`src/cpu_defines.svh`:
```
`ifndef CPU_DEFINES_SVH
`define CPU_DEFINES_SVH

// Datapath and address width
`define XLEN 32

// Architectural register file
`define REG_COUNT 32
`define REG_AW ($clog2(`REG_COUNT))

// Memory sizes in words
`define IMEM_DEPTH 64
`define DMEM_DEPTH 64

// Word index widths, taken from address bits above bit 1
`define IMEM_AW ($clog2(`IMEM_DEPTH))
`define DMEM_AW ($clog2(`DMEM_DEPTH))

`endif

```
`src/memory_stage.sv`:
```
`timescale 1ns/1ps
`include "cpu_defines.svh"

module memory_stage (
    input  logic                 clk,
    input  logic                 rstN,
    input  logic                 exMemValid,
    input  logic                 exMemIsLoad,
    input  logic                 exMemIsStore,
    input  logic                 exMemRegWrite,
    input  logic [`REG_AW-1:0]   exMemRd,
    input  logic [`XLEN-1:0]     exMemAluResult,
    input  logic [`XLEN-1:0]     exMemStoreData,
    output logic                 wbValid,
    output logic [`REG_AW-1:0]   wbRd,
    output logic [`XLEN-1:0]     wbData
);

    logic [`XLEN-1:0]     dmem [`DMEM_DEPTH];
    logic [`DMEM_AW-1:0]  dAddr;
    logic [`XLEN-1:0]     loadData;

    assign dAddr = exMemAluResult[`DMEM_AW+1:2];   // Word index

    // Store lands at the edge ending MEM
    always_ff @(posedge clk) begin
        if (exMemValid && exMemIsStore) begin
            dmem[dAddr] <= exMemStoreData;
        end
    end

    assign loadData = dmem[dAddr];

    // MEM/WB register
    always_ff @(posedge clk) begin
        if (!rstN) begin
            wbValid <= 1'b0;
        end else begin
            wbValid <= exMemValid && exMemRegWrite && (exMemRd != '0);
        end
    end

    always_ff @(posedge clk) begin
        wbRd   <= exMemRd;
        wbData <= exMemIsLoad ? loadData : exMemAluResult;
    end

endmodule

```
`config.mk`:
```
export PLATFORM = sky130hd
export DESIGN_NAME = memory_stage
export DESIGN_NICKNAME = d
export VERILOG_FILES = /design/src/memory_stage.sv
export VERILOG_INCLUDE_DIRS = /design/src /design/src/src
export SDC_FILE = /design/constraint.sdc
export NUM_CORES = 2
export LEC_CHECK = 0
export BUFFER_PORTS_ARGS = -buffer_cell sky130_fd_sc_hd__buf_2
export CAP_MARGIN = 5
export CORE_UTILIZATION = 40
export DETAILED_ROUTE_END_ITERATION = 7
export REMOVE_ABC_BUFFERS = 1
export SLEW_MARGIN = 20
export SYNTH_ARGS = -nofsm -noshare
export SYNTH_HDL_FRONTEND = slang
export SYNTH_SLANG_ARGS = --single-unit
```
`constraint.sdc`:
```
create_clock -name clk -period 9.1 [get_ports clk]
set_clock_uncertainty 0.1 [all_clocks]
set_input_delay 1.82 -clock clk [delete_from_list [all_inputs] [get_ports clk]]
set_output_delay 1.82 -clock clk [all_outputs]
set_load 0.01 [all_outputs]
```
* Yosys cells after proc, flatten, opt, wreduce, memory -nomap -nowiden
Memory sizes are Yosys's and may differ from the RTL's. Index checks and enable logic that the tools add are counted.
Storage, ports and cells: register bits 38, memory bits (writable) 2048, bits of input ports 75, output and inout bits 38, logic and storage cells 11, memories 1
Memories:
- dmem | depth 64, width 32, rd ports 1, clocked after memory_dff 0, write ports 1, RTL line memory_stage.sv:19 | logic [`XLEN-1:0] dmem [`DMEM_DEPTH];
Cells by class: muxes and demuxes 3, reductions and logical operators 4
Operator list (number):
- 32-bit 2-to-1 mux | 1
- 5-bit nonzero test | 1
- 1-bit logical AND | 3
- 1-bit 2-to-1 mux | 2

* Depth between registers and ports, before layout
depth after elaboration 3, depth in mapped cells 11, mapped depth without buffers 6

* Least setup slack after synthesis
Ideal clock, no wire load.
path type input to register, start input exMemAluResult[3], end memory dmem[17][0] in the netlist's numbering, enable pin, library setup time 0.421 ns, arrival time 4.413 ns, required time 8.579 ns, path slack 4.166 ns, cell stages on the path 7, path buffers 4, path through buf_6 > buf_6 > buf_4 > nor3b_2 > buf_4 > nand2_1 > nor2_1
RTL lines:
- start, declared | RTL line memory_stage.sv:12 | input logic [`XLEN-1:0] exMemAluResult,
- end, declared | RTL line memory_stage.sv:19
No word-level cell before the write port.

* Final worst setup path
start input exMemAluResult[4], end register wbData[16]
Between the ends: longest elaborated chain between the ends 2
RTL lines:
- memory read 64 x 32 bit
- 32-bit 2-to-1 mux | RTL line memory_stage.sv:45 | wbData <= exMemIsLoad ? loadData : exMemAluResult;
- end signal, assigned | RTL line memory_stage.sv:45
- end, declared | RTL line memory_stage.sv:16 | output logic [`XLEN-1:0] wbData
No other way between the ends. A chain may end at the register's enable or synchronous reset.

==> results.yml <==
outcome:
  status: "finished, final reports clean"
clock_tree:
  clk_path_buf_depth: 3
  post-cts-setup-buffers: 0
  cts_tree: "built"
  hold_buffers: 0
  htreeDepth: 4
  root_buffer: "clkbuf_16"
  cts_buffers: 209
  clock_latency_ps: 890
  cts.sinks: 2086
  cts.repair.resized: 0
  clkTransAtPathRegs_ps: 60
power_and_ir_drop:
  netSwitchingPower_w: 0.004604
  ir_drop_mv: 0.2041
  power_frac_comb_pct: 5.7
  internal_power_w: 0.01557
  power_density_mw_per_mm2: 221.8
  seqPwrFrac_pct: 52.7
  switching_share_pct: 22.82
  leakagePower_nw: 28.54
  p_clk_share_pct: 41.6
timing:
  timing.slew.headroom_pct: 24.89
  finalCritPeriodShare_pct: 59.10
  min_period_ps: 5378
  setup_tns_ps: 0
  finalHoldViolCount: 0
  maxSlewViolCount: 0
  rsz0062_at_grt: "no"
  setup_violations: 0
  fmax_ghz: 0.1860
  fin_ws_ps: 3722
  worstMarginPinSlew_ps: 1127
placement:
  finalWeightedCongestion: 0.8598
  dpl_worst_slack_ps: 2997
  port_buffers: 112
  dp.final_hpwl_mm: 149.1
worst_setup_path:
  crit_required_ps: 9760
  worstPathArrival_ps: 6040
  max_stage_delay_ps: 760
  slowest_stage: "buf_4"
  endpoint_kind: "flip-flop"
  startpoint_type: "input port"
  crit_type: "in -> reg"
  crit_chain: "buf_8, buf_4, buf_4, mux2_2, a221oi_1, o22ai_1, a22oi_1, nand4_1, o32a_1"
  cp_common_cell: "buf_4"
  crit_fanout: 52
die:
  rows: 163
  die_area_sq_mm: 0.2010
  pin_count: 113
  core_area_sq_mm: 0.1976
  start_util_pct: 40.33
  die_w_um: 448.4
  die_y_um: 448.4
detailed_routing:
  wl_mm: 261.9
  firstDrtPassIters: 6
  drcViolationCount: 0
  dr.max_layer_used: "met5"
  routed-wl-met3_mm: 30.90
  wl_met1_mm: 100.6
  drtIter0Drc: 7378
  met2_length_mm: 119.3
  wl_per_cell_um: 36.27
  vias: 45730
  final_antenna_net_count: 0
  avgViaCountPerCell: 6.331
synthesis:
  syn_area_sq_mm: 0.07970
  post-synth-top-area-cell: "edfxtp_1"
  yosys_most_used_dff: "edfxtp_1"
  ys_async_sr_fraction_pct: 0
  synth_enable_flop_cells: 2048
  synth_most_common_cell: "edfxtp_1"
  ys_seq_area_share_pct: 78.12
  avgSynthCellArea_sq_um: 19.09
  synthCells: 4174
  synth_common_cells: "edfxtp_1, a221oi_1, nor2_1, mux2i_1, mux4_2"
  ys_ff_latch: 2086
  synth_warnings: 0
  netlist.area_leader.share_pct: 77.17
  synthTopCellsByArea: "edfxtp_1, mux4_2, a221oi_1"
  synth.distinct_cells: 62
global_route:
  grt_first_pass_wirelength_mm: 358.3
  track_usage_pct: 25.85
  overflow: 0
  first_global_vias: 43260
  grt_max_degree: 83
  antenna_found_initial: 16
cells_and_area:
  drive_gt1_share_pct: 21.61
  synthToLayoutAreaGrowth_pct: 14.11
  layout.nets: 4468
run:
  cap_violations: 0
min_path:
  hold_class: "reg -> reg"
==> final cells by class <==
type,instances,area (sq um)
diodes,10,25.02
clock buffers,287,5593
clock inverters,103,1061
fillers,16510,106700
inverters,3,21.27
multi-input cells,1797,16480
flip-flops and latches,2086,62260
well taps,2640,3303
repair buffers,296,2202
==> worst max-delay path: cells and delay by family <==
family | cells | cell delay (ps)
AOI/OAI and AO/OA | 4 | 1420
buffers and inverters | 3 | 1680
muxes | 1 | 410
and+or+nand+nor | 1 | 520
==> placed cells by master (no fill, tap or decap), types with 17 or more instances in the layout <==
cell / count
nand4_1: 18
a22o_1: 35
a21oi_1: 106
a221oi_1: 235
clkbuf_1: 71
clkbuf_16: 209
clkinv_2: 26
o22ai_1: 74
a221o_1: 32
o211ai_1: 17
mux4_2: 180
nand2_1: 94
nor2_4: 67
mux2i_1: 196
and3_1: 18
o2bb2ai_1: 19
o21ai_0: 116
buf_2: 103
dfxtp_1: 38
buf_4: 174
clkinv_1: 46
edfxtp_1: 2048
o32a_1: 25
nor2_1: 137
mux2_2: 137
a22oi_1: 122
nand3_1: 22
==> state kept, by name (all words and copies together) (netlist names) <==
name and cells:
wbData 32, wbRd 5, wbValid 1, dmem 2048
==> final timing paths <==
check             cells after the start  slack [ps]              start    endpoint
setup / recovery                      9        3720  exMemAluResult[4]  wbData[16]
hold / removal                        3         610        dmem[1][20]  wbData[20]
setup reg to reg                      6        6290       dmem[21][16]  wbData[16]
hold reg to reg                       3         610        dmem[1][20]  wbData[20]
==> metal layers <==
| metal | global-route usage, % | vias up |
|---|---|---|
| li1 | - | 17890 |
| met1 | 36.04 | 24040 |
| met2 | 39.36 | 3247 |
| met3 | 5.954 | 546 |
| met4 | 10.05 | 6 |
| met5 | 0 | - |
==> logic make-up after synthesis <==
logic type             share of synthesized area [%]
and+or+nand+nor                                2.259
AOI/OAI and AO/OA                              8.155
DFF                                            78.12
buffers and inverters                          1.942
muxes                                          9.522
==> power groups by stage <==
stage | Sequential (W) | Clock (W) | Combinational (W)
2_1_floorplan | 0.0108 | 0 | 0.000405
3_3_place_gp | 0.0108 | 0 | 0.00111
3_5_place_dp | 0.0108 | 0 | 0.00112
4_1_cts | 0.0106 | 0.00843 | 0.00112
5_1_grt | 0.0106 | 0.00879 | 0.00118
6_report | 0.0106 | 0.00839 | 0.00115
==> per-stage QoR <==
| step | hold WS [ps] | area, sq um | total power [W] | std cells | util [%] |
|---|---|---|---|---|---|
| after global placement | 602.9 | 84170 | 0.01195 | 6819 | 42.59 |
| after CTS | 608.5 | 90910 | 0.02019 | 7212 | 46.00 |
| final | 608.6 | 90940 | 0.02017 | 7222 | 46.02 |
| after global routing | 642.3 | 90930 | 0.02061 | 7217 | 46.01 |
| after floorplan | 506.5 | 78160 | 0.01123 | 3886 | - |
| after detailed placement | 591.9 | 84250 | 0.01196 | 6822 | 42.63 |
(Power assumes the default switching activity.)
