===== config.mk =====
export PLATFORM = sky130hd
export DESIGN_NAME = fetch_stage
export DESIGN_NICKNAME = d
export VERILOG_FILES = /design/src/fetch_stage.sv
export VERILOG_INCLUDE_DIRS = /design/src /design/src/src
export SDC_FILE = /design/constraint.sdc
export NUM_CORES = 2
export LEC_CHECK = 0
export BUFFER_PORTS_ARGS = -buffer_cell sky130_fd_sc_hd__buf_4
export CAP_MARGIN = 20
export CORE_AREA = 2 2 430 432
export DETAILED_ROUTE_END_ITERATION = 10
export DIE_AREA = 0 0 432 434
export SLEW_MARGIN = 20
export SYNTH_ARGS = -nofsm -noshare
export SYNTH_HDL_FRONTEND = slang
export SYNTH_SLANG_ARGS = --single-unit
export TNS_END_PERCENT = 30

===== constraint.sdc =====
create_clock -name clk -period 3.15 [get_ports clk]
set_input_delay 0.1575 -clock clk [delete_from_list [all_inputs] [get_ports clk]]
set_output_delay 0.1575 -clock clk [all_outputs]
set_load 0.005 [all_outputs]

===== src/cpu_defines.svh =====
`ifndef CPU_DEFINES_SVH
`define CPU_DEFINES_SVH

// Datapath and address width
`define XLEN 32

// Architectural register file
`define REG_COUNT 32
`define REG_AW ($clog2(`REG_COUNT))

// Memory sizes in words
`define IMEM_DEPTH 64
`define DMEM_DEPTH 64

// Word index widths, taken from address bits above bit 1
`define IMEM_AW ($clog2(`IMEM_DEPTH))
`define DMEM_AW ($clog2(`DMEM_DEPTH))

`endif


===== src/fetch_stage.sv =====
`timescale 1ns/1ps
`include "cpu_defines.svh"

module fetch_stage (
    input  logic                 clk,
    input  logic                 rstN,
    input  logic                 stall,
    input  logic                 redirect,
    input  logic [`XLEN-1:0]     redirectPc,
    input  logic                 imemWe,
    input  logic [`IMEM_AW-1:0]  imemAddr,
    input  logic [`XLEN-1:0]     imemData,
    output logic                 ifIdValid,
    output logic [`XLEN-1:0]     ifIdInst,
    output logic [`XLEN-1:0]     ifIdPc
);

    logic [`XLEN-1:0] pc;
    logic [`XLEN-1:0] imem [`IMEM_DEPTH];
    logic [`XLEN-1:0] fetchInst;

    // Program load port
    always_ff @(posedge clk) begin
        if (imemWe) begin
            imem[imemAddr] <= imemData;
        end
    end

    assign fetchInst = imem[pc[`IMEM_AW+1:2]];

    // Redirect wins over stall
    always_ff @(posedge clk) begin
        if (!rstN) begin
            pc <= '0;
        end else if (redirect) begin
            pc <= redirectPc;
        end else if (!stall) begin
            pc <= pc + `XLEN'd4;
        end
    end

    // IF/ID register
    always_ff @(posedge clk) begin
        if (!rstN) begin
            ifIdValid <= 1'b0;
        end else if (redirect) begin
            ifIdValid <= 1'b0;                  // Flush younger instruction
        end else if (!stall) begin
            ifIdValid <= 1'b1;
        end
    end

    always_ff @(posedge clk) begin
        if (!stall || redirect) begin
            ifIdInst <= fetchInst;
            ifIdPc   <= pc;
        end
    end

    // Load-use stall holds fetch for a single cycle only
    assert property (@(posedge clk) disable iff (!rstN)
        stall |=> !stall);

endmodule


=== Word level (Yosys, flattened, before mapping) ===
Memories as Yosys holds them, arrays and structs flattened. A register that Yosys moved wholly into a read port is not among the register bits.
Index checks and enable logic that the tools add are counted.

* Bits in registers: 65
* Memory bits (writable): 2048
* Input bits: 75
* Output and inout port bits: 65
* Logic and storage cells: 14
* Memories: 1

* $add $sub $neg: 1
* Equal/unequal tests: 1
* Muxes and demuxes: 4
* Bitwise logic cells: 1
* Reduce and logical (&&, ||, !) cells: 3

{| class="wikitable"
|+ Memory list
! memory !! words !! bits a word !! read ports !! clocked after memory_dff !! wr ports !! RTL line !! text
|-
| imem || 64 || 32 || 1 || 1 || 1 || fetch_stage.sv:19 || <nowiki>logic [`XLEN-1:0] imem [`IMEM_DEPTH];</nowiki>
|}

{| class="wikitable"
|+ Operator list
! kind !! count
|-
| $mux W32 || 2
|-
| $add A32 B3 Y32 const B || 1
|-
| $mux W1 || 2
|-
| $ne A2 B1 Y1 const B || 1
|-
| $reduce_or A2 Y1 || 1
|-
| $logic_not A1 Y1 || 1
|-
| $logic_or A1 B1 Y1 || 1
|-
| $not A1 Y1 || 1
|}

=== Longest topological paths before layout ===
* Word-level depth: 3
* Gate-level depth with buffers: 10
* Gate-level depth less buffers: 6

=== Least setup slack after synthesis ===
Ideal clock, no wire load.

* Kind: in2reg
* From: in imemAddr[3]
* To: mem imem[48][0] (netlist name), enable pin
* Arrival: 2.861 ns
* Data required time: 2.689 ns
* Path slack: -0.172 ns
* Cell stages on the path: 4
* Path buffers: 1
* Cell sequence: clkbuf_1 > nor2b_1 > nand4b_1 > nor3_1

{| class="wikitable"
|+ RTL lines
! item !! RTL line !! text
|-
| start, declared || fetch_stage.sv:11 || <nowiki>input logic [`IMEM_AW-1:0] imemAddr,</nowiki>
|-
| end, declared || fetch_stage.sv:19 ||
|}

No word-level cell before the write port.

=== Worst setup path in the final report ===
* From: reg pc[4]
* To: reg pc[15]

* Word-level cells in the longest chain between the ends: 3

{| class="wikitable"
|+ RTL lines
! item !! RTL line !! text
|-
| start, declared || fetch_stage.sv:18 || <nowiki>logic [`XLEN-1:0] pc;</nowiki>
|-
| start signal, assigned || fetch_stage.sv:36 || <nowiki>pc <= redirectPc;</nowiki>
|-
| start signal, assigned || fetch_stage.sv:38 || <nowiki>pc <= pc + `XLEN'd4;</nowiki>
|-
| $add A32 B3 Y32 || fetch_stage.sv:38 ||
|-
| $mux W32 || fetch_stage.sv:37 || <nowiki>end else if (!stall) begin</nowiki>
|-
| $mux W32 || fetch_stage.sv:35 || <nowiki>end else if (redirect) begin</nowiki>
|}

No other way between the ends. The select of a mux whose other input is x is not followed.
A chain may end at the register's enable or synchronous reset.

==> impl_metrics.env <==
export IMPL_vias_per_cell=5.95
export IMPL_cts_sinks=2145
export IMPL_post_place_ws_ns=0.368
export IMPL_slew_headroom_pct=43.7
export IMPL_cts_setup_buffers=0
export IMPL_p_comb_share_pct=6.3
export IMPL_status="completed"
export IMPL_seqPwrFrac_pct=53.5
export IMPL_ys_top_cells_by_area="edfxtp_1, mux4_2, mux2i_1, dfxtp_1, a22oi_1"
export IMPL_grt_pass1_vias=39565
export IMPL_worstSetupStartpoint="pc[4]"
export IMPL_final_net_count=4129
export IMPL_p_sw_share_pct=21.5
export IMPL_p_int_mw=46.9
export IMPL_irDropWorstVdd_uv=619
export IMPL_first_pass_iters=6
export IMPL_fmaxAchievable_mhz=326
export IMPL_grt_pass1_wl_um=290000
export IMPL_gr_total_overflow=0
export IMPL_clockRootBuffer="clkbuf_16"
export IMPL_final_area_um2=95800
export IMPL_wl_per_cell_um=30.7
export IMPL_p_clk_share_pct=40.3
export IMPL_required_ns=3.89
export IMPL_fillers=13907
export IMPL_maxSlewViolCount=0
export IMPL_pin_count=140
export IMPL_grt_antenna_before_repair=31
export IMPL_skew_ns=0.0421
export IMPL_synth_cell_area_um2=81700
export IMPL_synth_top_area_share_pct=77.6
export IMPL_synth_most_common_cell="edfxtp_1"
export IMPL_wl_um=203000
export IMPL_drcViolationCount=0
export IMPL_die_w_um=432
export IMPL_worst_slack_ns=0.0867
export IMPL_maxCapViolCount=0
export IMPL_cp_max_fo=28
export IMPL_seq_area_um2=64100
export IMPL_numPortBuffers=139
export IMPL_dpl_hpwl_um=116000
export IMPL_core_area_um2=182000
export IMPL_grtUsageTotal_pct=21.9
export IMPL_hold_viol=0
export IMPL_dieArea_um2=187000
export IMPL_switching_power_mw=12.8
export IMPL_fp_dieH_um=434
export IMPL_synth_top_cell_by_area="edfxtp_1"
export IMPL_rsz0062_at_grt="no"
export IMPL_r2r_setup_slack_ns=0.09
export IMPL_postSynthCellCount=3561
export IMPL_power_leakage_nw=29.6
export IMPL_fin_hold_ws_ns=0.122
export IMPL_area_growth_pct=17.3
export IMPL_clockBufferDepth=3
export IMPL_setup_viol=0
export IMPL_grt_max_degree=65
export IMPL_critPathKind="reg2reg"
export IMPL_num_rows=157
export IMPL_post_synth_cell_area_avg_um2=22.9
export IMPL_worst_r2r_cell_count=8
export IMPL_p_per_area_nw_per_um2=623
export IMPL_synth_ff_type="edfxtp_1"
export IMPL_synth_common_cells="edfxtp_1, mux4_2, mux2i_1, nor2_1, clkbuf_1"
export IMPL_setup_worst_path_start_class="flop"
export IMPL_htreeDepth=4
export IMPL_async_reset_ff_share_pct=0
export IMPL_end_kind="flop"
export IMPL_rr_endpoint="pc[15]"
export IMPL_synth_edf_count=2112
export IMPL_syn_num_nets=3637
export IMPL_vias=39422
export IMPL_multi_input_area_um2=17200
export IMPL_ys_ff_latch=2145
export IMPL_cts_tree="done"
export IMPL_seq_area_frac_synth_pct=78.4
export IMPL_insertion_delay_ns=0.85
export IMPL_arrival_ns=3.81
export IMPL_ant_nets=0
export IMPL_routabilityCongestion=0.797
export IMPL_ys_warnings_count=0
export IMPL_drive_gt1_share_pct=30.0
export IMPL_placement_cell_area_um2=88000
export IMPL_worstMarginPinSlew_ns=0.844
export IMPL_period_share_pct=97.2
export IMPL_cts_buffers=210
export IMPL_start_util_pct=44.8
export IMPL_r2r_start="pc[4]"
export IMPL_path_clk_slew_ns=0.06
export IMPL_endpoint="pc[15]"
export IMPL_hp_class="in2reg"
export IMPL_drtIter0Drc=4193
export IMPL_period_needed_ns=3.06
export IMPL_synth_cell_type_count=45
## flip-flops by register name (all words and copies together), names as in the netlist
name / count
imem: 2048
ifIdInst: 32
ifIdPc: 32
pc: 32
ifIdValid: 1
## layer usage
layer	vias up	share of wire [%]	track usage, %
met3	304	6.9	3.40
li1	16196	-	-
met2	1576	50	36.3
met5	-	0.0064	0
met1	21344	41	30.3
met4	2	2.4	6.01
## how the worst min path moves through the flow
stage	startpoint	endpoint	slack [ns]	depth (start not counted)
detailed placement	pc[0]	ifIdPc[0]	0.41	0
CTS	imemAddr[1]	imem[51][12]	0.07	4
global route	imemAddr[1]	imem[50][31]	0.1	4
global placement	pc[1]	ifIdPc[1]	0.41	0
finish	imemAddr[1]	imem[50][12]	0.12	4
floorplan	imemData[0]	imem[0][0]	0.26	0
## power groups by stage
| stage | Combinational, mW | Clock [mW] | Sequential, mW |
|---|---|---|---|
| 2_1_floorplan | 1.96 | 0 | 32.4 |
| 3_3_place_gp | 3.59 | 0 | 32.5 |
| 3_5_place_dp | 3.62 | 0 | 32.5 |
| 4_1_cts | 3.78 | 24.5 | 31.9 |
| 5_1_grt | 3.99 | 25.6 | 31.9 |
| 6_report | 3.74 | 24.0 | 31.9 |
## worst max-delay path, stage by stage, from the launching register on
cell	delay, ns
dfxtp_4	0.50
buf_12	0.24
buf_4	0.20
nand3_1	0.20
nor2_1	0.24
or4b_2	0.62
xnor2_1	0.15
o211a_1	0.21
dlygate4sd3_1	0.55
## area by class of cell
class	count	share of cell area (%)
Tap cell	2385	3.11
Timing Repair Buffer	476	5.10
Antenna cell	8	0.0209
Multi-Input combinational cell	1217	18.0
Clock inverter	114	1.02
Clock buffer	276	5.84
Sequential cell	2145	66.9
Inverter	3	0.0118
## through the flow
step                      setup TNS, ns  total power, mW  cells  util (%)
final                                 0             59.7   6624      52.5
after global placement                0             36.1   6105      48.2
after detailed placement              0             36.1   6105      48.2
after CTS                             0             60.1   6616      52.5
after floorplan                   -5.30             34.3   3561         -
after global routing                  0             61.5   6621      52.5
## placed cells by master, fill, tap and decap left out, types with 19 or more instances in the layout
master / n
edfxtp_1: 2112
mux4_2: 535
buf_4: 275
clkbuf_16: 211
dlygate4sd3_1: 121
mux2i_1: 120
buf_12: 79
nand2_1: 65
nor2_4: 63
clkbuf_1: 58
o21ai_0: 55
clkinv_1: 53
a22oi_1: 52
a21oi_1: 42
a221oi_1: 40
clkinv_2: 34
dfxtp_1: 29
o22ai_1: 26
nor2_1: 24
xor2_1: 19
## logic make-up after synthesis
family	count (synthesis)	synth area share (%)
DFF	2145	78.4
muxes	671	16.4
AOI/OAI and AO/OA	259	2.17
and+or+nand+nor	257	1.50
buffers and inverters	199	1.14
xor gates and xnor gates	29	0.311
adders and majority gates	1	0.0153
## what timing repair did
item	CTS	global route
gates resized for setup	0	4
hold buffers	121	0
setup endpoints to repair	0	2
hold endpoints to repair	2177	0
Note: power is estimated with default switching activity, not from simulation.
