$ cat src/cpu_defines.svh
`ifndef CPU_DEFINES_SVH
`define CPU_DEFINES_SVH

// Datapath and address width
`define XLEN 32

// Architectural register file
`define REG_COUNT 32
`define REG_AW ($clog2(`REG_COUNT))

// Memory sizes in words
`define IMEM_DEPTH 64
`define DMEM_DEPTH 64

// Word index widths, taken from address bits above bit 1
`define IMEM_AW ($clog2(`IMEM_DEPTH))
`define DMEM_AW ($clog2(`DMEM_DEPTH))

`endif

$ cat src/cpu_pkg.sv
package cpu_pkg;

    // RV32I major opcodes in use, with their encodings
    typedef enum logic [6:0] {
        OP     = 7'b0110011,
        OP_IMM = 7'b0010011,
        LUI    = 7'b0110111,
        LOAD   = 7'b0000011,
        STORE  = 7'b0100011,
        BRANCH = 7'b1100011
    } opcodeT;

    // ALU operations
    typedef enum logic [2:0] {
        ALU_ADD,
        ALU_SUB,
        ALU_AND,
        ALU_OR,
        ALU_XOR,
        ALU_SLT,
        ALU_PASSB    // Operand B straight through, for LUI
    } aluOpT;

    // Operand source for EX
    typedef enum logic [1:0] {
        FWD_REG,     // Value read in decode
        FWD_MEM,     // ALU result sitting in EX/MEM
        FWD_WB       // Writeback value
    } fwdSelT;

endpackage

$ cat src/hazard_unit.sv
`timescale 1ns/1ps
`include "cpu_defines.svh"

module hazard_unit (
    input  logic                 ifIdValid,
    input  logic [`XLEN-1:0]     ifIdInst,
    input  logic                 idExValid,
    input  logic                 idExIsLoad,
    input  logic [`REG_AW-1:0]   idExRd,
    input  logic [`REG_AW-1:0]   idExRs1,
    input  logic [`REG_AW-1:0]   idExRs2,
    input  logic                 exMemValid,
    input  logic                 exMemRegWrite,
    input  logic [`REG_AW-1:0]   exMemRd,
    input  logic                 wbValid,
    input  logic [`REG_AW-1:0]   wbRd,
    output logic                 stall,
    output cpu_pkg::fwdSelT      fwdA,
    output cpu_pkg::fwdSelT      fwdB
);

    logic [`REG_AW-1:0] idRs1, idRs2;

    assign idRs1 = ifIdInst[19:15];
    assign idRs2 = ifIdInst[24:20];

    // Load in EX feeding the instruction in decode; conservative on unused fields
    assign stall = ifIdValid && idExValid && idExIsLoad && (idExRd != '0)
                   && ((idExRd == idRs1) || (idExRd == idRs2));

    // MEM is younger than WB, so it wins
    function automatic cpu_pkg::fwdSelT pickSource(input logic [`REG_AW-1:0] rs);
        if (rs == '0)
            return cpu_pkg::FWD_REG;
        if (exMemValid && exMemRegWrite && (exMemRd == rs))
            return cpu_pkg::FWD_MEM;
        if (wbValid && (wbRd == rs))
            return cpu_pkg::FWD_WB;     // wbValid already excludes x0
        return cpu_pkg::FWD_REG;
    endfunction

    always_comb begin
        fwdA = pickSource(idExRs1);
        fwdB = pickSource(idExRs2);
    end

endmodule

$ cat config.mk
export PLATFORM = sky130hd
export DESIGN_NAME = hazard_unit
export DESIGN_NICKNAME = d
export VERILOG_FILES = /design/src/cpu_pkg.sv /design/src/hazard_unit.sv
export VERILOG_INCLUDE_DIRS = /design/src /design/src/src
export SDC_FILE = /design/constraint.sdc
export NUM_CORES = 1
export LEC_CHECK = 0
export ABC_AREA = 1
export BUFFER_PORTS_ARGS = -buffer_cell sky130_fd_sc_hd__buf_2
export CAP_MARGIN = 10
export CORE_UTILIZATION = 31
export DETAILED_ROUTE_END_ITERATION = 7
export GPL_ROUTABILITY_DRIVEN = 0
export PLACE_DENSITY = 0.8
export REMOVE_ABC_BUFFERS = 1
export SLEW_MARGIN = 5
export SYNTH_ARGS = -nofsm -noshare
export SYNTH_HDL_FRONTEND = slang
export SYNTH_SLANG_ARGS = --single-unit
$ cat constraint.sdc
create_clock -name vclk -period 0.8
set_input_delay 0.16 -clock vclk [all_inputs]
set_output_delay 0.16 -clock vclk [all_outputs]
set_load 0.02 [all_outputs]
* Word-level counts from Yosys, hierarchy flattened
Cells that the tools add are included.
** Cells by class
- Equal/unequal tests :: 6
- Reduce and logical (&&, ||, !) cells :: 13
- Multiplexer cells :: 24
** Operators by type and width (number)
- 5-bit equality test :: 6
- 2-bit two-way mux :: 12
- 1-bit two-way mux :: 12
- 5-bit logical NOT :: 2
- 1-bit logical AND :: 9
- 5-bit nonzero test :: 1
- 1-bit logical OR :: 1
** Word-level totals
- Register bits :: 0
- Output and inout port bits :: 5
- Bits of input ports :: 63

* Logic depth before layout (Yosys ltp)
Gate-level depths: netlist of the first run.
- Depth in word-level cells :: 9
- Depth in mapped cells :: 7
- Mapped depth without buffers :: 7

* Worst setup path after synthesis of the first run
Ideal clock, no wire load.
- Kind :: input port to output port
- Start point :: input idExRs2[2]
- End point :: output fwdB[0]
- Setup slack :: -0.293 ns
- Data required time :: 0.640 ns
- Buffers on the path :: 0
- Arrival time :: 0.933 ns
- Stages on the path :: 4
- Cells stage by stage :: xor2_1 > nor2_1 > nand2_1 > nor3_1
** On the way
- Longest elaborated chain between the ends :: 8
- Elaborated cells between the ends (all ways) :: 16
** RTL lines
- start, declared :: RTL line hazard_unit.sv:11 : input logic [`REG_AW-1:0] idExRs2,
- 5-bit equality test :: RTL line hazard_unit.sv:37 : if (wbValid && (wbRd == rs))
- 1-bit logical AND :: RTL line hazard_unit.sv:37
- 1-bit two-way mux (2 in a row) :: RTL line hazard_unit.sv:37
- 1-bit two-way mux :: RTL line hazard_unit.sv:35 : if (exMemValid && exMemRegWrite && (exMemRd == rs))
- 2-bit two-way mux :: RTL line hazard_unit.sv:39 : return cpu_pkg::FWD_REG;
- 2-bit two-way mux :: RTL line hazard_unit.sv:37
- 2-bit two-way mux (*) :: RTL line hazard_unit.sv:35
- end, declared :: RTL line hazard_unit.sv:19 : output cpu_pkg::fwdSelT fwdB
Every way passes the cells marked *; elsewhere a longest branch is shown, timed or not. The select of a mux whose other input is x is not followed.

* Worst setup path after layout of the first run
- Start point :: input wbRd[2]
- End point :: output fwdB[1]
** On the way
- Longest elaborated chain between the ends :: 8
- Elaborated cells between the ends (all ways) :: 9
** RTL lines
- start, declared :: RTL line hazard_unit.sv:16 : input logic [`REG_AW-1:0] wbRd,
- 5-bit equality test (*) :: RTL line hazard_unit.sv:37
- 1-bit logical AND (*) :: RTL line hazard_unit.sv:37
- 1-bit two-way mux (2 in a row) :: RTL line hazard_unit.sv:37
- 1-bit two-way mux :: RTL line hazard_unit.sv:35
- 2-bit two-way mux (*) :: RTL line hazard_unit.sv:39
- 2-bit two-way mux (*) :: RTL line hazard_unit.sv:37
- 2-bit two-way mux (*) :: RTL line hazard_unit.sv:35
Marks and branches as above.

==> metrics, run 1 <==
met2 usage 43.82%; failing checks setup timing; register area 0 um^2; CP required roughly 640 ps; Layout Utilization between 70 and 80%; CP endpoint kind primary output; largest net degree at the start of global routing 6; post-synthesis instance area between 500 and 600 um^2; area delta synth->final 112.8%; Die W around 44 um; Hold-fix buffers, CTS 0; number of fill cells in the layout roughly 130; final hold viol count 0; Hold Path Depth 4; final setup fails 5; worst setup path startpoint wbRd[2]; fin crit share 138.0%; setup slack after layout -303.8 ps; Inst Count DP approximately 190; Critical Path AT approximately 940 ps; Core ar. about 1600 um^2; crit-path max FO 2; # clk buffers 0; I/O pin count approximately 70; RSZ-0062 raised after global routing yes; wire per inst 12.57 um; synth unique cells 17; DR vias/cell a little under 5; vias in the first global route approximately 860; final net count around 230; Final Non-Filler Cells roughly 190; initial antenna violation count 0; initial core utilization 35.09%; Global Route met1 Usage between 20% and 30%; DRT iter0 DRCs 20; fmax approximately 0.91 GHz; CP Launch Type primary input; Inserted Diodes 0; area occupied by multi-input gates roughly 600 um^2; syn avg cell area ~4.7 um^2; hold endpoint stall; # rows 14; Slew Viols, Final 0; Post-Route WL approximately 2.4 mm; share of layout cells above drive strength 1 between 40% and 50%; Least-Margin Pin Slew 205.6 ps; grt ovf 0; Syn Inst Count approximately 120; busiest grt layer met2; # DRC 0; Power Total approximately 0.0006 W; Vias around 940; Rel. slew slack between 80 and 90%; Hold Crit Class primary input to primary output; hpwl dp between 1 and 1.5 mm; max_cap viols 0; first-pass GRT wire length approximately 3.3 mm; leakage power about 0.64 nW; Initial DRT Pass Iterations 4; DRT antenna net count 0; critical path type primary input to primary output; power per cell area approximately 500 nW/um^2; FFs & Latches 0; Synthesis Warnings 0; IR drop worst, VDD about 270 uV; status complete, but fails checks; Die H 44.48 um; crit path time final 1104 ps; Min-Delay Startpoint idExValid; Port Buf Inserts 46; GRT Util Overall 21.50%; Total Die Area 1978 um^2; met3 usage in global routing approximately 1.2%; Seq/Total Area, Yosys 0%
-- Yosys cell counts --
library cell	count	area, um^2
or2_1	1	6.260
xnor2_1	8	70.07
xor2_1	2	17.52
nand3b_4	1	20.02
nand2_1	42	157.7
o21ai_1	1	5.000
nand4_1	6	37.54
inv_1	23	86.33
nor3_1	3	15.01
o211ai_1	1	7.510
nor3_2	1	10.01
or2_0	1	6.260
o21ai_0	1	5.000
inv_2	1	3.750
a21oi_1	3	15.01
nand3_1	5	25.02
nor2_1	19	71.32
-- cell families (layout without fill, tap and decap cells) --
group | Yosys count | after routing | share of synthesized area (%)
XOR/XNOR | 10 | 10 | 15.66
AND/OR/NAND/NOR | 79 | 79 | 62.42
buffers and inverters | 24 | 72 | 16.11
AO/OA/AOI/OAI | 6 | 6 | 5.815
-- cells in the final DEF, fill, tap and decap left out, types with 2 or more instances in the layout --
| master | netlist | final |
|---|---|---|
| nand4_1 | 6 | 6 |
| inv_1 | 23 | 11 |
| nor2_4 | 0 | 2 |
| buf_6 | 0 | 14 |
| xnor2_2 | 0 | 3 |
| nor2_1 | 19 | 16 |
| a21oi_2 | 0 | 3 |
| xnor2_1 | 8 | 3 |
| inv_4 | 0 | 3 |
| nand3_1 | 5 | 4 |
| nand2_1 | 42 | 38 |
| xnor2_4 | 0 | 2 |
| xor2_1 | 2 | 2 |
| nor3_4 | 0 | 2 |
| buf_4 | 0 | 9 |
| buf_8 | 0 | 8 |
| buf_2 | 0 | 16 |
| inv_2 | 1 | 9 |
| nand2_2 | 0 | 3 |
-- power by group --
part | internal (W) | switching (W) | leakage, nW
Clock | 0 | 0 | 0
Combinational | 0.000322 | 0.000276 | 0.639
Sequential | 0 | 0 | 0
Total | 0.000322 | 0.000276 | 0.639
-- layout make-up --
class	instances	area share, %
Inverter	24	8.622
Timing Repair Buffer	48	37.43
Multi-Input combinational cell	95	51.42
Tap cell	24	2.524
-- worst max-delay path by stage --
stage / to / slack [ps] / cells past startpoint
after floorplan: fwdB[0] / -290 / 4
after global placement: fwdA[1] / -310 / 8
after detailed placement: fwdA[1] / -360 / 8
after CTS: fwdB[1] / -280 / 7
after global routing: fwdB[0] / -360 / 6
final: fwdB[1] / -300 / 7
-- timing repair --
item,4_1_cts,5_1_grt
gates resized for setup,58,39
endpoints found under the setup margin,5,5
pin swaps,29,31
setup buffers,0,0
gates cloned,0,0
-- per-layer routing --
layer  vias up  routed length [um]  share of wire, %
li1        462                   -                 -
met2        54                1358                57
met3         9                 149               6.2
met4         0                  68               2.8
met1       417                 823                34
met5         -                   0                 0
-- stage by stage --
stage / setup slack, ps / area (um^2) / hold slack, ps / setup TNS (ps)
floorplan: -292.7 / 559.3 / 472.1 / -1047
global placement: -308.6 / 834.6 / 671.4 / -1448
detailed placement: -362.2 / 834.6 / 673.4 / -1592
CTS: -279.0 / 1040 / 674.8 / -1294
global route: -359.2 / 1190 / 711.9 / -1717
finish: -303.8 / 1190 / 687.1 / -1432
-- worst max-delay path, stage by stage --
cell and delay [ps]:
buf_8 110, xnor2_4 150, nand3_1 90, nor2_1 100
nand2_1 60, nor2_1 110, buf_4 160
Power figures use the tool's default switching activity.
==> run 2: changes to the inputs <==
--- a/config.mk
+++ b/config.mk
@@ -9,10 +9,13 @@
 export ABC_AREA = 1
 export BUFFER_PORTS_ARGS = -buffer_cell sky130_fd_sc_hd__buf_2
 export CAP_MARGIN = 10
-export CORE_UTILIZATION = 31
+export CELL_PAD_IN_SITES_DETAIL_PLACEMENT = 0
+export CELL_PAD_IN_SITES_GLOBAL_PLACEMENT = 1
+export CORE_ASPECT_RATIO = 1.75
+export CORE_UTILIZATION = 17
 export DETAILED_ROUTE_END_ITERATION = 7
 export GPL_ROUTABILITY_DRIVEN = 0
-export PLACE_DENSITY = 0.8
+export PLACE_DENSITY_LB_ADDON = 0.1
 export REMOVE_ABC_BUFFERS = 1
 export SLEW_MARGIN = 5
 export SYNTH_ARGS = -nofsm -noshare
==> metrics, run 2 (synthesized netlist as in run 1, its figures left out) <==
status complete, but fails checks; failing checks setup timing; RSZ-0062 raised after global routing yes; commonest non-fill, non-tap cell in the layout nand2_1; Hold Crit Class primary input to primary output; DRT antenna net count 0 (unchanged); Worst Path Buf+Inv 3 (+1); Final Non-Filler Cells 215 (+13%); Port Buf Inserts 46 (unchanged); Power Total 0.0005422 W (-9.4%); IR drop worst, VDD 145.3 uV (-47%); Inserted Diodes 0 (unchanged); register area 0 um^2 (unchanged); CP required 640 ps (about the same); critical path type primary input to primary output; fmax 0.9129 GHz (+0.76%); cell area after layout 1159 um^2 (-2.6%); vias in the first global route 849 (-1.4%); Min-Delay Startpoint idExValid; Core ar. 3142 um^2 (+97%); WHS 668.5 ps (-18.59 ps); area occupied by multi-input gates 581.8 um^2 (-4.9%); Setup WS pre-CTS -367.2 ps (-5.013 ps); Die W 45.36 um (+2.0%); # rows 27 (+13); crit-path max FO 4 (+2); power per cell area 468.0 nW/um^2 (-6.9%); setup slack after layout -295.5 ps (+8.355 ps); DRT iter0 DRCs 4 (-80%); Least-Margin Pin Slew 183.2 ps (-22.41 ps); crit path cell chain buf_6 > inv_4 > or2_1 > nand4_1 > nor2_1 > nor2_1 > buf_4; CP delay by family, top simple AND/OR/NAND/NOR gates; leakage power 0.6354 nW (-0.49%); CP endpoint kind primary output; first-pass GRT wire length 3.463 mm (+4.8%); initial antenna violation count 0 (unchanged); grt ovf 0 (unchanged); CP max-delay cell or2_1; Initial DRT Pass Iterations 2 (-2); final net count 237 (+2.2%); DR vias/cell 4.116 (-17%); final setup fails 5 (unchanged); crit path time final 1095 ps (-8.355 ps); Hold-fix buffers, CTS 0 (unchanged); fin crit share 136.9% (-1.0 points); Total Die Area 3532 um^2 (+79%); CP Launch Type primary input; Critical Path AT 940 ps (about the same); CP max stage delay 210 ps (+50 ps); hpwl dp 1.925 mm (+29%); highest-count cells in the layout ignoring fill and taps nand2_1, buf_4, buf_2; FFs & Latches 0 (unchanged); largest net degree at the start of global routing 6 (unchanged); # DRC 0 (unchanged); initial core utilization 17.80% (-17 points); number of fill cells in the layout 363 (+190%); GRT Util Overall 12.99% (-8.5 points); # clk buffers 0 (unchanged); max_cap viols 0 (unchanged); I/O pin count 68 (unchanged); share of layout cells above drive strength 1 48.84% (-0.26 points); DP Area 880.8 um^2 (+5.5%); area delta synth->final 107.2%; worst setup path startpoint exMemRd[0]; Vias 885 (-6.1%); wire per inst 10.32 um (-18%); Post-Route WL 2.219 mm (-7.5%); Rel. slew slack 87.73% (+1.5 points); Die H 77.88 um (+75%); Slew Viols, Final 0 (unchanged); final hold viol count 0 (unchanged); Inst Count DP 213 (+12%); CP most frequent cell nor2_1
## run 2: where the power goes
group / switching [W] / internal, W / total (W)
Clock: 0 / 0 / 0
Combinational: 0.000250 / 0.000293 / 0.000542
Sequential: 0 / 0 / 0
Total: 0.000250 / 0.000293 / 0.000542
## run 2: final timing paths
check	depth (start not counted)	slack, ps	endpoint
worst max-delay path	7	-300	fwdB[1]
worst min-delay path	4	670	stall
## run 2: final cells by class
cell class / instances / share of cell area [%]
multi-input combinational: 95 / 50.22
timing repair buffer: 53 / 36.93
inverter: 24 / 8.207
tap: 43 / 4.644
## run 2: what timing repair did
item | 4_1_cts | 5_1_grt
gates resized for setup | 42 | 33
buffers inserted | 1 | 1
pin swaps | 21 | 19
hold endpoints to repair | 0 | 0
setup endpoints to repair | 5 | 5
## run 2: through the flow
stage                     utilization, %  TNS, ps
final                              36.88    -1394
after global routing               36.88    -1692
after detailed placement           28.04    -1760
after floorplan                        -    -1047
after global placement             28.04    -1729
after CTS                          32.94    -1487
## run 2: layer usage
metal | GRT usage [%] | up-vias | share of wire [%]
li1 | - | 473 | -
met1 | 11.13 | 383 | 30
met2 | 30.14 | 29 | 65
met3 | 0.2326 | 0 | 4.6
met4 | 0 | 0 | 0
met5 | 0 | - | 0
